## src/verilog/qcore_macros.svh

```systemverilog
// Width and depth macros for the sequencer core

`ifndef QCORE_MACROS_SVH
`define QCORE_MACROS_SVH

// Data path
`define QCORE_DATA_W   32   // Register and data word
`define QCORE_REG_AW   4    // 16 registers

// Memory address spaces
`define QCORE_PMEM_AW  8    // Program words
`define QCORE_DMEM_AW  8    // Data words

// Instruction word
`define QCORE_INSTR_W  64
`define QCORE_IMM_W    32   // Immediate field

`endif

```

## src/verilog/qcore_pkg.sv

```systemverilog
// Instruction header, condition, ALU operation, register source and control word types

`include "qcore_macros.svh"

package qcore_pkg;

   // Instruction class, unknown codes act as NOP
   typedef enum logic [2:0] {
      NOP    = 3'd0,
      REG_WR = 3'd1,
      MEM_WR = 3'd2,
      BRANCH = 3'd3
   } header_e;

   // Condition codes on Z, S and the external flag
   typedef enum logic [2:0] {
      ALWAYS = 3'd0,
      EQ     = 3'd1, // Z
      LT     = 3'd2, // S
      NZ     = 3'd3,
      NS     = 3'd4,
      FLAG   = 3'd5, // External flag high
      NFLAG  = 3'd6,
      NEVER  = 3'd7
   } cond_e;

   typedef enum logic [3:0] {
      ADD    = 4'd0,
      SUB    = 4'd1,
      AND    = 4'd2,
      OR     = 4'd3,
      XOR    = 4'd4,
      SHL    = 4'd5,
      SHR    = 4'd6,
      PASS_B = 4'd7
   } alu_op_e;

   // Register write source
   typedef enum logic [1:0] {
      ALU_RR = 2'd0, // rs0 op rs1
      ALU_RI = 2'd1, // rs0 op imm
      IMM    = 2'd2,
      LOAD   = 2'd3  // Data memory at rs0 + imm
   } reg_src_e;

   ////////////////////////////////////////////////////////////////////
   // Instruction word, MSB first
   typedef struct packed {
      logic [6:0]               rsvd;
      header_e                  header;
      cond_e                    cond;
      alu_op_e                  alu_op;
      logic                     flag_we;
      reg_src_e                 src;
      logic [`QCORE_REG_AW-1:0] rd;
      logic [`QCORE_REG_AW-1:0] rs0;
      logic [`QCORE_REG_AW-1:0] rs1;
      logic [`QCORE_IMM_W-1:0]  imm;
   } instr_t;

   // Decoded control, all enables low is a NOP
   typedef struct packed {
      logic                     reg_we;
      logic                     dmem_we;
      logic                     dmem_re;
      logic                     flag_we;
      alu_op_e                  alu_op;
      reg_src_e                 src;
      logic [`QCORE_REG_AW-1:0] rd;
   } ctrl_t;

endpackage

```

## src/verilog/qcore_alu.sv

```systemverilog
// Two-input ALU with zero and sign flags

`include "qcore_macros.svh"

module qcore_alu (
   input  logic [`QCORE_DATA_W-1:0] a_i,
   input  logic [`QCORE_DATA_W-1:0] b_i,
   input  qcore_pkg::alu_op_e       op_i,
   output logic [`QCORE_DATA_W-1:0] result_o,
   output logic                     z_o,
   output logic                     s_o
);

   always_comb begin
      case (op_i)
         qcore_pkg::ADD:    result_o = a_i + b_i;
         qcore_pkg::SUB:    result_o = a_i - b_i;
         qcore_pkg::AND:    result_o = a_i & b_i;
         qcore_pkg::OR:     result_o = a_i | b_i;
         qcore_pkg::XOR:    result_o = a_i ^ b_i;
         qcore_pkg::SHL:    result_o = a_i << b_i[4:0];  // Low five bits only
         qcore_pkg::SHR:    result_o = a_i >> b_i[4:0];  // Logical
         qcore_pkg::PASS_B: result_o = b_i;
         default:           result_o = '0;
      endcase
   end

   assign z_o = (result_o == '0);
   assign s_o = result_o[`QCORE_DATA_W-1];

endmodule

```

## src/verilog/qcore_decode.sv

```systemverilog
// Decode stage: field split, condition check, branch decision, hazard interlock, execute register

`include "qcore_macros.svh"

module qcore_decode (
   input  logic                      clk_i,
   input  logic                      rst_ni,
   input  logic                      en_i,
   input  qcore_pkg::instr_t         instr_i,
   input  logic                      valid_i,
   input  logic                      flag_i,     // External condition
   input  logic                      z_i,
   input  logic                      s_i,
   input  qcore_pkg::ctrl_t          x_ctrl_i,   // Instruction now in execute
   input  logic [`QCORE_DATA_W-1:0]  rs0_dt_i,
   input  logic [`QCORE_DATA_W-1:0]  rs1_dt_i,
   output logic [`QCORE_REG_AW-1:0]  rs0_addr_o,
   output logic [`QCORE_REG_AW-1:0]  rs1_addr_o,
   output logic                      stall_o,
   output logic                      branch_taken_o,
   output logic [`QCORE_PMEM_AW-1:0] branch_target_o,
   output qcore_pkg::ctrl_t          ctrl_o,
   output logic [`QCORE_DATA_W-1:0]  op_a_o,
   output logic [`QCORE_DATA_W-1:0]  op_b_o,
   output logic [`QCORE_DATA_W-1:0]  imm_o
);

   logic             is_reg_wr, is_mem_wr, is_br;
   logic             cond_ok, exec_ok;
   logic             use_rs0, use_rs1;
   logic             tests_zs;
   logic             reg_hz, flag_hz, stall;
   qcore_pkg::ctrl_t ctrl_d;

   assign is_reg_wr = valid_i & (instr_i.header == qcore_pkg::REG_WR);
   assign is_mem_wr = valid_i & (instr_i.header == qcore_pkg::MEM_WR);
   assign is_br     = valid_i & (instr_i.header == qcore_pkg::BRANCH);

   ////////////////////////////////////////////////////////////////////
   // Condition
   always_comb begin
      case (instr_i.cond)
         qcore_pkg::ALWAYS: cond_ok = 1'b1;
         qcore_pkg::EQ:     cond_ok = z_i;
         qcore_pkg::LT:     cond_ok = s_i;
         qcore_pkg::NZ:     cond_ok = ~z_i;
         qcore_pkg::NS:     cond_ok = ~s_i;
         qcore_pkg::FLAG:   cond_ok = flag_i;
         qcore_pkg::NFLAG:  cond_ok = ~flag_i;
         default:           cond_ok = 1'b0; // NEVER
      endcase
   end

   ////////////////////////////////////////////////////////////////////
   // Interlock against the instruction in execute
   assign use_rs0  = (is_reg_wr & (instr_i.src != qcore_pkg::IMM)) | is_mem_wr; // Base or A
   assign use_rs1  = (is_reg_wr & (instr_i.src == qcore_pkg::ALU_RR)) | is_mem_wr;
   assign tests_zs = instr_i.cond inside {qcore_pkg::EQ, qcore_pkg::LT,
                                          qcore_pkg::NZ, qcore_pkg::NS};
   assign reg_hz   = x_ctrl_i.reg_we &
                     ((use_rs0 & (x_ctrl_i.rd == instr_i.rs0)) |
                      (use_rs1 & (x_ctrl_i.rd == instr_i.rs1)));
   // Flags settle at the end of execute
   assign flag_hz  = x_ctrl_i.flag_we & tests_zs & (is_reg_wr | is_mem_wr | is_br);
   assign stall    = reg_hz | flag_hz;
   assign exec_ok  = cond_ok & ~stall;

   // Control word, a failed condition or a stall leaves a NOP
   always_comb begin
      ctrl_d         = '0;
      ctrl_d.reg_we  = is_reg_wr & exec_ok;
      ctrl_d.dmem_we = is_mem_wr & exec_ok;
      ctrl_d.dmem_re = ctrl_d.reg_we & (instr_i.src == qcore_pkg::LOAD);
      ctrl_d.flag_we = ctrl_d.reg_we & instr_i.flag_we;
      ctrl_d.alu_op  = instr_i.alu_op;
      ctrl_d.src     = instr_i.src;
      ctrl_d.rd      = instr_i.rd;
   end

   ////////////////////////////////////////////////////////////////////
   // Execute-stage register
   always_ff @(posedge clk_i) begin
      if (!rst_ni)   ctrl_o <= '0;
      else if (en_i) ctrl_o <= ctrl_d;  // Branches go on as NOP
   end

   always_ff @(posedge clk_i) begin
      if (en_i) begin
         op_a_o <= rs0_dt_i;
         op_b_o <= rs1_dt_i;   // Store data for MEM_WR
         imm_o  <= instr_i.imm;
      end
   end

   assign rs0_addr_o      = instr_i.rs0;
   assign rs1_addr_o      = instr_i.rs1;
   assign stall_o         = stall;
   assign branch_taken_o  = is_br & exec_ok;
   assign branch_target_o = instr_i.imm[`QCORE_PMEM_AW-1:0]; // Absolute target

endmodule

```

## src/verilog/qcore_execute.sv

```systemverilog
// Execute stage: ALU operands, data memory access, flag registers, result-stage register

`include "qcore_macros.svh"

module qcore_execute (
   input  logic                      clk_i,
   input  logic                      rst_ni,
   input  logic                      en_i,
   input  qcore_pkg::ctrl_t          ctrl_i,
   input  logic [`QCORE_DATA_W-1:0]  op_a_i,
   input  logic [`QCORE_DATA_W-1:0]  op_b_i,
   input  logic [`QCORE_DATA_W-1:0]  imm_i,
   output logic                      z_o,
   output logic                      s_o,
   output qcore_pkg::ctrl_t          x_ctrl_o,
   output logic                      dmem_we_o,
   output logic [`QCORE_DMEM_AW-1:0] dmem_addr_o,
   output logic [`QCORE_DATA_W-1:0]  dmem_w_dt_o,
   output qcore_pkg::ctrl_t          r_ctrl_o,
   output logic [`QCORE_DATA_W-1:0]  r_alu_o,
   output logic [`QCORE_DATA_W-1:0]  r_imm_o
);

   logic [`QCORE_DATA_W-1:0]  alu_b, alu_res, addr_sum;
   logic                      alu_z, alu_s;
   logic [`QCORE_DMEM_AW-1:0] r_addr_q;  // Address of the instruction in result

   assign alu_b = (ctrl_i.src == qcore_pkg::ALU_RI) ? imm_i : op_b_i;

   qcore_alu alu_i (
      .a_i      (op_a_i),
      .b_i      (alu_b),
      .op_i     (ctrl_i.alu_op),
      .result_o (alu_res),
      .z_o      (alu_z),
      .s_o      (alu_s)
   );

   // Data memory
   assign addr_sum    = op_a_i + imm_i;
   // While halted re-read the result-stage address so a pending load keeps its data
   assign dmem_addr_o = en_i ? addr_sum[`QCORE_DMEM_AW-1:0] : r_addr_q;
   assign dmem_w_dt_o = op_b_i;
   assign dmem_we_o   = en_i & ctrl_i.dmem_we;

   always_ff @(posedge clk_i) begin
      if (!rst_ni) begin
         z_o      <= 1'b0;
         s_o      <= 1'b0;
         r_ctrl_o <= '0;
      end else if (en_i) begin
         if (ctrl_i.flag_we) begin
            z_o <= alu_z;
            s_o <= alu_s;
         end
         r_ctrl_o <= ctrl_i;
      end
   end

   // Result-stage payload
   always_ff @(posedge clk_i) begin
      if (en_i) begin
         r_alu_o  <= alu_res;
         r_imm_o  <= imm_i;
         r_addr_q <= addr_sum[`QCORE_DMEM_AW-1:0];
      end
   end

   assign x_ctrl_o = ctrl_i;  // Seen by the decode interlock

endmodule

```

## src/verilog/qcore_fetch.sv

```systemverilog
// Fetch stage: program counter, program memory request, fetch register and branch flush

`include "qcore_macros.svh"

module qcore_fetch (
   input  logic                      clk_i,
   input  logic                      rst_ni,
   input  logic                      en_i,
   input  logic                      stall_i,         // Decode interlock
   input  logic                      branch_taken_i,
   input  logic [`QCORE_PMEM_AW-1:0] branch_target_i,
   input  logic [`QCORE_INSTR_W-1:0] pmem_dt_i,
   output logic [`QCORE_PMEM_AW-1:0] pmem_addr_o,
   output logic                      pmem_en_o,
   output qcore_pkg::instr_t         instr_o,
   output logic                      valid_o
);

   logic [`QCORE_PMEM_AW-1:0] pc_q;
   logic                      flush_q;  // Word arriving now is wrong path
   logic                      valid_q;
   qcore_pkg::instr_t         instr_q;
   logic                      advance;

   assign advance = en_i & ~stall_i; // Halt and stall both freeze fetch

   // PC and valid tracking
   always_ff @(posedge clk_i) begin
      if (!rst_ni) begin
         pc_q    <= '0;
         flush_q <= 1'b1;  // First returned word is stale
         valid_q <= 1'b0;
      end else if (advance) begin
         pc_q    <= branch_taken_i ? branch_target_i : pc_q + 1'b1;
         flush_q <= branch_taken_i;  // Kills the word still being read
         valid_q <= ~(branch_taken_i | flush_q);
      end
   end

   // Fetch register
   always_ff @(posedge clk_i) begin
      if (advance) instr_q <= pmem_dt_i;
   end

   assign pmem_addr_o = pc_q;
   assign pmem_en_o   = advance;  // Memory holds its output otherwise
   assign instr_o     = instr_q;
   assign valid_o     = valid_q;

endmodule

```

## src/verilog/qcore_reg_bank.sv

```systemverilog
// Register bank: sixteen registers, two read ports, one write-through write port

`include "qcore_macros.svh"

module qcore_reg_bank (
   input  logic                     clk_i,
   input  logic                     rst_ni,
   input  logic                     en_i,
   input  logic                     we_i,
   input  logic [`QCORE_REG_AW-1:0] w_addr_i,
   input  logic [`QCORE_DATA_W-1:0] w_dt_i,
   input  logic [`QCORE_REG_AW-1:0] r0_addr_i,
   input  logic [`QCORE_REG_AW-1:0] r1_addr_i,
   output logic [`QCORE_DATA_W-1:0] r0_dt_o,
   output logic [`QCORE_DATA_W-1:0] r1_dt_o
);

   logic [`QCORE_DATA_W-1:0] regs_q [2**`QCORE_REG_AW];
   logic                     wr;

   assign wr = en_i & we_i;  // No writes while halted

   always_ff @(posedge clk_i) begin
      if (!rst_ni)  regs_q <= '{default: '0};
      else if (wr)  regs_q[w_addr_i] <= w_dt_i; // r0 is an ordinary register
   end

   // Same-cycle write is visible to decode
   assign r0_dt_o = (wr && (w_addr_i == r0_addr_i)) ? w_dt_i : regs_q[r0_addr_i];
   assign r1_dt_o = (wr && (w_addr_i == r1_addr_i)) ? w_dt_i : regs_q[r1_addr_i];

endmodule

```

## src/verilog/qcore_result.sv

```systemverilog
// Result stage: register write value select and write port drive

`include "qcore_macros.svh"

module qcore_result (
   input  qcore_pkg::ctrl_t         ctrl_i,
   input  logic [`QCORE_DATA_W-1:0] alu_i,
   input  logic [`QCORE_DATA_W-1:0] imm_i,
   input  logic [`QCORE_DATA_W-1:0] dmem_r_dt_i,  // Returned this cycle
   output logic                     we_o,
   output logic [`QCORE_REG_AW-1:0] addr_o,
   output logic [`QCORE_DATA_W-1:0] dt_o
);

   // Load data lines up with its instruction here
   always_comb begin
      if (ctrl_i.dmem_re)                     dt_o = dmem_r_dt_i;
      else if (ctrl_i.src == qcore_pkg::IMM)  dt_o = imm_i;
      else                                    dt_o = alu_i;  // ALU_RR and ALU_RI
   end

   assign we_o   = ctrl_i.reg_we;  // Already cleared for failed conditions
   assign addr_o = ctrl_i.rd;

endmodule

```

## src/verilog/qcore_top.sv

```systemverilog
// Sequencer core top level: fetch, decode, register bank, execute and result instances

`include "qcore_macros.svh"

module qcore_top (
   input  logic                      clk_i,
   input  logic                      rst_ni,
   input  logic                      en_i,
   input  logic                      flag_i,
   input  logic [`QCORE_INSTR_W-1:0] pmem_dt_i,
   input  logic [`QCORE_DATA_W-1:0]  dmem_r_dt_i,
   output logic [`QCORE_PMEM_AW-1:0] pmem_addr_o,
   output logic                      pmem_en_o,
   output logic                      dmem_we_o,
   output logic [`QCORE_DMEM_AW-1:0] dmem_addr_o,
   output logic [`QCORE_DATA_W-1:0]  dmem_w_dt_o
);

   // Fetch to decode
   qcore_pkg::instr_t         f_instr;
   logic                      f_valid;
   // Decode outputs
   logic                      d_stall, d_branch_taken;
   logic [`QCORE_PMEM_AW-1:0] d_branch_target;
   logic [`QCORE_REG_AW-1:0]  rs0_addr, rs1_addr;
   logic [`QCORE_DATA_W-1:0]  rs0_dt, rs1_dt;
   qcore_pkg::ctrl_t          d_ctrl;
   logic [`QCORE_DATA_W-1:0]  d_op_a, d_op_b, d_imm;
   // Execute outputs
   logic                      x_z, x_s;
   qcore_pkg::ctrl_t          x_ctrl, r_ctrl;
   logic [`QCORE_DATA_W-1:0]  r_alu, r_imm;
   // Write port
   logic                      w_we;
   logic [`QCORE_REG_AW-1:0]  w_addr;
   logic [`QCORE_DATA_W-1:0]  w_dt;

   ////////////////////////////////////////////////////////////////////
   qcore_fetch fetch_i (
      .clk_i(clk_i), .rst_ni(rst_ni), .en_i(en_i),
      .stall_i(d_stall), .branch_taken_i(d_branch_taken),
      .branch_target_i(d_branch_target), .pmem_dt_i(pmem_dt_i),
      .pmem_addr_o(pmem_addr_o), .pmem_en_o(pmem_en_o),
      .instr_o(f_instr), .valid_o(f_valid)
   );

   qcore_decode decode_i (
      .clk_i(clk_i), .rst_ni(rst_ni), .en_i(en_i),
      .instr_i(f_instr), .valid_i(f_valid), .flag_i(flag_i),
      .z_i(x_z), .s_i(x_s), .x_ctrl_i(x_ctrl),
      .rs0_dt_i(rs0_dt), .rs1_dt_i(rs1_dt),
      .rs0_addr_o(rs0_addr), .rs1_addr_o(rs1_addr),
      .stall_o(d_stall), .branch_taken_o(d_branch_taken),
      .branch_target_o(d_branch_target), .ctrl_o(d_ctrl),
      .op_a_o(d_op_a), .op_b_o(d_op_b), .imm_o(d_imm)
   );

   qcore_reg_bank reg_bank_i (
      .clk_i(clk_i), .rst_ni(rst_ni), .en_i(en_i),
      .we_i(w_we), .w_addr_i(w_addr), .w_dt_i(w_dt),
      .r0_addr_i(rs0_addr), .r1_addr_i(rs1_addr),
      .r0_dt_o(rs0_dt), .r1_dt_o(rs1_dt)
   );

   qcore_execute execute_i (
      .clk_i(clk_i), .rst_ni(rst_ni), .en_i(en_i),
      .ctrl_i(d_ctrl), .op_a_i(d_op_a), .op_b_i(d_op_b), .imm_i(d_imm),
      .z_o(x_z), .s_o(x_s), .x_ctrl_o(x_ctrl),
      .dmem_we_o(dmem_we_o), .dmem_addr_o(dmem_addr_o), .dmem_w_dt_o(dmem_w_dt_o),
      .r_ctrl_o(r_ctrl), .r_alu_o(r_alu), .r_imm_o(r_imm)
   );

   qcore_result result_i (
      .ctrl_i(r_ctrl), .alu_i(r_alu), .imm_i(r_imm), .dmem_r_dt_i(dmem_r_dt_i),
      .we_o(w_we), .addr_o(w_addr), .dt_o(w_dt)
   );

endmodule
```

## config.mk

```make
export PLATFORM = sky130hd
export DESIGN_NAME = qcore_top
export DESIGN_NICKNAME = d
export VERILOG_FILES = /design/src/verilog/qcore_pkg.sv /design/src/verilog/qcore_alu.sv /design/src/verilog/qcore_decode.sv /design/src/verilog/qcore_execute.sv /design/src/verilog/qcore_fetch.sv /design/src/verilog/qcore_reg_bank.sv /design/src/verilog/qcore_result.sv /design/src/verilog/qcore_top.sv
export VERILOG_INCLUDE_DIRS = /design/src /design/src/verilog
export SDC_FILE = /design/constraint.sdc
export NUM_CORES = 2
export LEC_CHECK = 0
export BUFFER_PORTS_ARGS = -buffer_cell sky130_fd_sc_hd__buf_2
export CORE_AREA = 5 5 355 357
export DETAILED_ROUTE_END_ITERATION = 10
export DIE_AREA = 0 0 360 362
export PLACE_DENSITY = 0.51
export SLEW_MARGIN = 20
export SYNTH_ARGS = -nofsm -noshare
export SYNTH_HDL_FRONTEND = slang
export SYNTH_SLANG_ARGS = --single-unit
```

## constraint.sdc

```tcl
create_clock -name clk_i -period 6.4 [get_ports clk_i]
set_input_delay 1.28 -clock clk_i [delete_from_list [all_inputs] [get_ports clk_i]]
set_output_delay 1.28 -clock clk_i [all_outputs]
set_load 0.05 [all_outputs]
```

* Word-level counts from Yosys, hierarchy flattened
Index checks and enable logic that the tools add are counted.
** Cells by class
- Add/subtract/negate cells :: 4
- Equality and inequality tests :: 24
- Bitwise operators :: 37
- Reduce and logical (&&, ||, !) cells :: 9
- Multiplexer cells :: 18
- Shift-type cells :: 2
- $lt $le $gt $ge :: 4
** Operators with widths (count)
- $bwmux W512 :: 1
- $mux W32 :: 10
- $bmux W32 S4 :: 2
- $pmux W32 S8 :: 1
- $demux W32 S4 :: 1
- $add A32 B32 Y32 :: 1
- $and A32 B32 Y32 :: 1
- $logic_not A32 Y1 :: 1
- $or A32 B32 Y32 :: 1
- $shl A32 B5 Y32 :: 1
- $shr A32 B5 Y32 :: 1
- $sub A32 B32 Y32 :: 1
- $xor A32 B32 Y32 :: 1
- $and A1 B1 Y1 :: 19
- $eq A4 B3 Y1 const B :: 4
- $eq A4 B4 Y1 :: 4
- $mux W8 :: 2
- $ge A5 B5 Y1 const B :: 3
- $not A4 Y5 :: 3
- $eq A3 B2 Y1 const B :: 4
- $eq A3 B3 Y1 const B :: 3
- $add A8 B1 Y8 const B :: 1
- $add A8 B8 Y8 :: 1
- $eq A4 B2 Y1 const B :: 2
- other kinds (15) :: 29
** Storage, ports and cells
- Logic and storage cells :: 145
- Output and inout port bits :: 50
- Bits in registers :: 771
- Input bits :: 100

* Depth between registers and ports, before layout
- Depth after elaboration :: 13
- Gate-level depth with buffers :: 27
- Mapped depth without buffers :: 22

* By module
From an unflattened synthesis, not the netlist that was laid out.
** Second synthesis, totals
- Cell total of the unflattened synthesis :: 4973
- Area total of the unflattened synthesis :: 48064.8 um2
** By module, submodules not included
- qcore_reg_bank :: area each 27400.0 um2, cells each 2942, times used 1, seq. area each 10249.8 um2
- qcore_alu :: area each 9256.4 um2, cells each 1279, times used 1, seq. area each 0.0 um2
- qcore_execute :: area each 3866.2 um2, cells each 271, times used 1, seq. area each 2402.3 um2
- qcore_decode :: area each 3774.9 um2, cells each 199, times used 1, seq. area each 3163.0 um2
- qcore_fetch :: area each 2464.9 um2, cells each 129, times used 1, seq. area each 2122.0 um2
- qcore_result :: area each 1302.5 um2, cells each 153, times used 1, seq. area each 0.0 um2

* Worst setup path before layout
No wires, ideal clock.
- Path kind :: register -> register
- From :: register decode_i.ctrl_o[4] in the netlist's numbering
- To :: register execute_i.z_o
- Path slack :: 0.607 ns
- Path buffers :: 6
- Library setup time :: 0.096 ns
- Period minus slack after synthesis :: 5.793 ns
- Cell stages (with the launch flop) :: 27
- Data arrival time :: 5.697 ns
- Required time :: 6.304 ns
- Cells stage by stage :: dfxtp_1 > nor2b_1 > buf_6 > buf_6 > buf_6 > buf_4 > buf_2 > buf_2 > mux2i_1 > nand4_1 > nor3_1 > nand2_1 > o21ai_0 > xnor2_1 > ha_1 > nand2_1 > nor3_1 > nand2_1 > a211oi_1 > nor2_1 > xor2_1 > o211ai_1 > or4_1 > nor4_2 > nand4_1 > or4_1 > o41ai_2
** On the way
- Longest elaborated chain between the ends :: 5
- Elaborated cells on any way between the ends :: 11
- Classes of those cells :: 2 x add/sub; 1 x eq/ne; 2 x shift; 2 x mux; 3 x bitwise; 1 x reduce/logical
** RTL lines
- from (decl) :: line qcore_decode.sv:22 : output qcore_pkg::ctrl_t ctrl_o,
- from (signal assigned) :: line qcore_decode.sv:84 : else if (en_i) ctrl_o <= ctrl_d;
- $eq A2 B1 Y1 (*) :: line qcore_execute.sv:28 : assign alu_b = (ctrl_i.src == qcore_pkg::ALU_RI) ? imm_i : op_b_i;
- $mux W32 (*) :: line qcore_execute.sv:28
- $sub A32 B32 Y32, or another cell as far along :: line qcore_alu.sv:17 : qcore_pkg::SUB: result_o = a_i - b_i;
- $pmux W32 S8 (*) :: line qcore_alu.sv:15 : case (op_i)
- net execute_i.alu_i.result_o[20] :: line qcore_alu.sv:9 : output logic [`QCORE_DATA_W-1:0] result_o,
- $logic_not A32 Y1 (*) :: line qcore_alu.sv:28 : assign z_o = (result_o == '0);
- to (signal assigned) :: line qcore_execute.sv:53 : z_o <= alu_z;
- to (decl) :: line qcore_execute.sv:13 : output logic z_o,
Mark *: on every way through the listed nets, which the timed path passes. The rest lies on a longest branch.
A chain may end at the register's enable or synchronous reset.

* Worst setup path after layout
- From :: register decode_i.ctrl_o[5] in the netlist's numbering
- To :: register execute_i.z_o
The elaborated chain is that of the path after synthesis.

==> results.cfg <==
[status]
status = complete, no violations

[routing]
drt_iter0_drc = 4252
route.vias.total = 37152
met3_wirelength_mm = 13.01
detail_route.first_pass.iterations = 6
met1_wire_length_mm = 74.36
met2WireLength_mm = 84.76
dr.max_layer_used = met5
antenna_violating_nets_post_route = 0
drc = 0
drt-total-wl_mm = 180.5
route.detailed.vias_per_inst = 5.878
avg_wl_per_cell_um = 28.56

[yosys]
synthesis.yosys.warnings = 0
seq_area_frac_synth = 0.4037
post_synth_num_cell_types = 89
asyncSetResetFlopFracSynth = 0
dominant_register_cell_in_the_synthesized_netlist = sky130_fd_sc_hd__dfxtp_1
synthesis.area_per_instance_um2 = 9.578
synth_area_um2 = 43610
synth_top_area_cell = sky130_fd_sc_hd__dfxtp_1
syn_nets = 4757
yosys-top-cells-area = sky130_fd_sc_hd__dfxtp_1, sky130_fd_sc_hd__mux4_2, sky130_fd_sc_hd__edfxtp_1
syn-instance-count = 4553
ys_ff_latch = 771
synth_edf_count = 217
synth_largest_type_area_fraction = 0.2543

[timing]
layout_worst_path_cycle_share = 0.9510
fin_tns_setup_ps = 0
worstMarginPinSlew_ps = 1180
maxSlewHeadroom = 0.2131
finalHoldViolations = 0
slew_violations = 0
setup-violations-final = 0
timing.final.crit_period_ps = 6086
max_clock_freq_mhz = 164.3
final.setup_skew_ps = 54.61
grt_setup_unrepaired = false

[power_and_ir_drop]
leakagePower_nw = 17.37
fin_total_pwr_mw = 12.32
max-vdd-ir-drop_mv = 0.1842
power-per-cell-area_nw_per_um2 = 248.1

[critical_path]
critical_path.slowest_cell = sky130_fd_sc_hd__or4b_2
cp-start-kind = flop
r2r_cells = 24
r2r_setup_slack_ps = 310
worstSetupEndpointType = flop
highest_fanout_seen_on_the_critical_path = 7
crit_arrival_ps = 6690
most_used_cell_along_the_critical_path = sky130_fd_sc_hd__buf_4
reg2reg_from = decode_i.ctrl_o[5]
timing.critical_path.from = decode_i.ctrl_o[5]
regToRegEndpoint = execute_i.z_o
required_ps = 7010
crit_path_end = execute_i.z_o
chain_of_cells_forming_the_critical_path = or4b_2, o31ai_2, nand3_1, buf_4, nor4_4, nand4_1, nor3_2, nor2_1, xnor2_1, ha_1, buf_4, buf_4, a21oi_1, o21ai_0, nor2b_1, nand2b_1, a21oi_2, xor2_1, o2111ai_1, or4_1, nor4_1, nand4_1, or4_4, o41ai_2
max_stage_delay_ps = 710
path_class = flop to flop

[clock_network]
skew_pair_late_insertion_delay_ps = 700
numClockSinks = 771
cts_root_buf = sky130_fd_sc_hd__clkbuf_16
cts-buffers-inserted = 89
clock_path_buffers = 3
clk_pin_slew_ps = 60
postCtsHoldBufs = 0
cts_tree = done
htree_levels = 3

[die]
start_util = 0.3555
coreArea_um2 = 122700
die_area_um2 = 130300
fp.dieW_um = 360
dieHeight_um = 362
io_pins = 150
fp-row-count = 129

[layout]
nets = 4808
drive_gt1_frac = 0.2056
syn_to_final_growth_pct = 13.85
layout_common_cells = sky130_fd_sc_hd__nand2_1, sky130_fd_sc_hd__a21oi_1, sky130_fd_sc_hd__dfxtp_1
mostFrequentLayoutCell = sky130_fd_sc_hd__nand2_1

[place]
place.detailed.hpwl_mm = 117.7
place.gp.congestion = 0.9810
numPortBuffers = 142

[grt]
via_count_of_the_first_global_routing_pass = 35507
grt_pass1_wl_mm = 258.0
grt_antenna_before_repair = 5
largest_net_degree_at_the_start_of_global_routing = 130
gr_util_all_layers = 0.2672
gr-total-overflow = 0

[run]
number_of_violations_of_the_max_capacitance_limit = 0

[hold_path]
hp-class = flop to flop
[final cells by class]
cell class / instances / area (um^2)
Fill cell: 12059 / 73020
Clock inverter: 31 / 317.8
Inverter: 87 / 337.8
Antenna cell: 4 / 10.01
Tap cell: 1637 / 2048
Clock buffer: 136 / 2606
Multi-Input combinational cell: 3321 / 24450
Timing Repair Buffer: 334 / 2275
Sequential cell: 771 / 17610
[worst max-delay path: cells and delay by family, from the launching register on]
family          cells  cell delay, ps
compound gates      6            1020
buf+inv             3             500
fa+ha+maj           1             290
flops               1             360
xor+xnor            2             340
simple gates       12            3470
[power breakdown]
| part | internal [mW] | switching [mW] | total [mW] | leakage [nW] |
|---|---|---|---|---|
| Combinational | 0.588 | 1.33 | 1.92 | 9.30 |
| Sequential | 5.15 | 0.0939 | 5.24 | 6.63 |
| Clock | 2.95 | 2.21 | 5.16 | 1.44 |
[registers in the layout, summed over array words and instances (netlist names)]
name                 cells
decode_i.ctrl_o         14
decode_i.imm_o          32
decode_i.op_a_o         32
decode_i.op_b_o         32
execute_i.r_addr_q       8
execute_i.r_alu_o       32
execute_i.r_ctrl_o       8
execute_i.r_imm_o       32
execute_i.s_o            1
execute_i.z_o            1
fetch_i.flush_q          1
fetch_i.instr_o         57
fetch_i.pmem_addr_o      8
fetch_i.valid_o          1
reg_bank_i.regs_q      512
[timing repair]
| action | CTS | global route |
|---|---|---|
| setup endpoints to repair | 1 | 1 |
| pin swaps | 0 | 4 |
| resized for setup | 3 | 5 |
| setup buffers | 0 | 1 |
[synth_stat cells, types with 11 or more instances]
cell type,count
sky130_fd_sc_hd__a211oi_1,31
sky130_fd_sc_hd__a21o_1,19
sky130_fd_sc_hd__a21oi_1,632
sky130_fd_sc_hd__a221oi_1,17
sky130_fd_sc_hd__a22oi_1,50
sky130_fd_sc_hd__and2_1,11
sky130_fd_sc_hd__and3_1,12
sky130_fd_sc_hd__buf_1,41
sky130_fd_sc_hd__buf_2,23
sky130_fd_sc_hd__clkbuf_1,297
sky130_fd_sc_hd__dfxtp_1,554
sky130_fd_sc_hd__edfxtp_1,217
sky130_fd_sc_hd__ha_1,102
sky130_fd_sc_hd__inv_1,83
sky130_fd_sc_hd__mux2_2,74
sky130_fd_sc_hd__mux2i_1,168
sky130_fd_sc_hd__mux4_2,323
sky130_fd_sc_hd__nand2_1,1212
sky130_fd_sc_hd__nand3_1,28
sky130_fd_sc_hd__nand4_1,12
sky130_fd_sc_hd__nor2_1,151
sky130_fd_sc_hd__nor2b_1,16
sky130_fd_sc_hd__nor3_1,54
sky130_fd_sc_hd__o21ai_0,70
sky130_fd_sc_hd__o21ai_1,35
sky130_fd_sc_hd__o221ai_1,25
sky130_fd_sc_hd__o22ai_1,20
sky130_fd_sc_hd__xnor2_1,58
sky130_fd_sc_hd__xor2_1,20
[cells by family after synthesis]
logic type | count (synthesis) | share of synthesized area
AO/OA/AOI/OAI | 1006 | 0.1347
AND/OR/NAND/NOR | 1559 | 0.1452
adder cells (fa/ha/maj) | 104 | 0.03018
flip-flops | 771 | 0.4037
buffers and inverters | 461 | 0.04220
multiplexers | 574 | 0.2283
XOR/XNOR | 78 | 0.01567
[worst min path at each step]
| stage | startpoint | end | slack [ps] | depth (start not counted) |
|---|---|---|---|---|
| final | fetch_i.instr_o[28] | decode_i.imm_o[28] | 410 | 0 |
| after global routing | fetch_i.instr_o[22] | decode_i.imm_o[22] | 430 | 0 |
| after CTS | fetch_i.instr_o[29] | decode_i.imm_o[29] | 420 | 0 |
| after detailed placement | fetch_i.instr_o[19] | decode_i.imm_o[19] | 410 | 0 |
| after global placement | fetch_i.instr_o[28] | decode_i.imm_o[28] | 410 | 0 |
| after floorplan | fetch_i.instr_o[10] | decode_i.imm_o[10] | 400 | 0 |
[layer usage]
metal	up-vias	global-route usage
met1	18496	0.3587
met3	394	0.03501
met2	1738	0.4379
li1	16520	-
met4	4	0.1112
met5	-	0
[stage by stage]
| step | worst slack (ps) | instances | hold slack, ps | instance area (um^2) | util |
|---|---|---|---|---|---|
| after global routing | 34.31 | 6317 | 427.8 | 49640 | 0.4047 |
| after detailed placement | -132.1 | 6149 | 407.3 | 46670 | 0.3804 |
| after CTS | 9.458 | 6316 | 424.0 | 49610 | 0.4044 |
| final | 313.7 | 6321 | 413.5 | 49650 | 0.4048 |
| after global placement | -142.1 | 6149 | 405.4 | 46670 | 0.3804 |
| after floorplan | 607.2 | 4553 | 400.3 | 43610 | - |
Note: power is estimated with default switching activity, not from simulation.
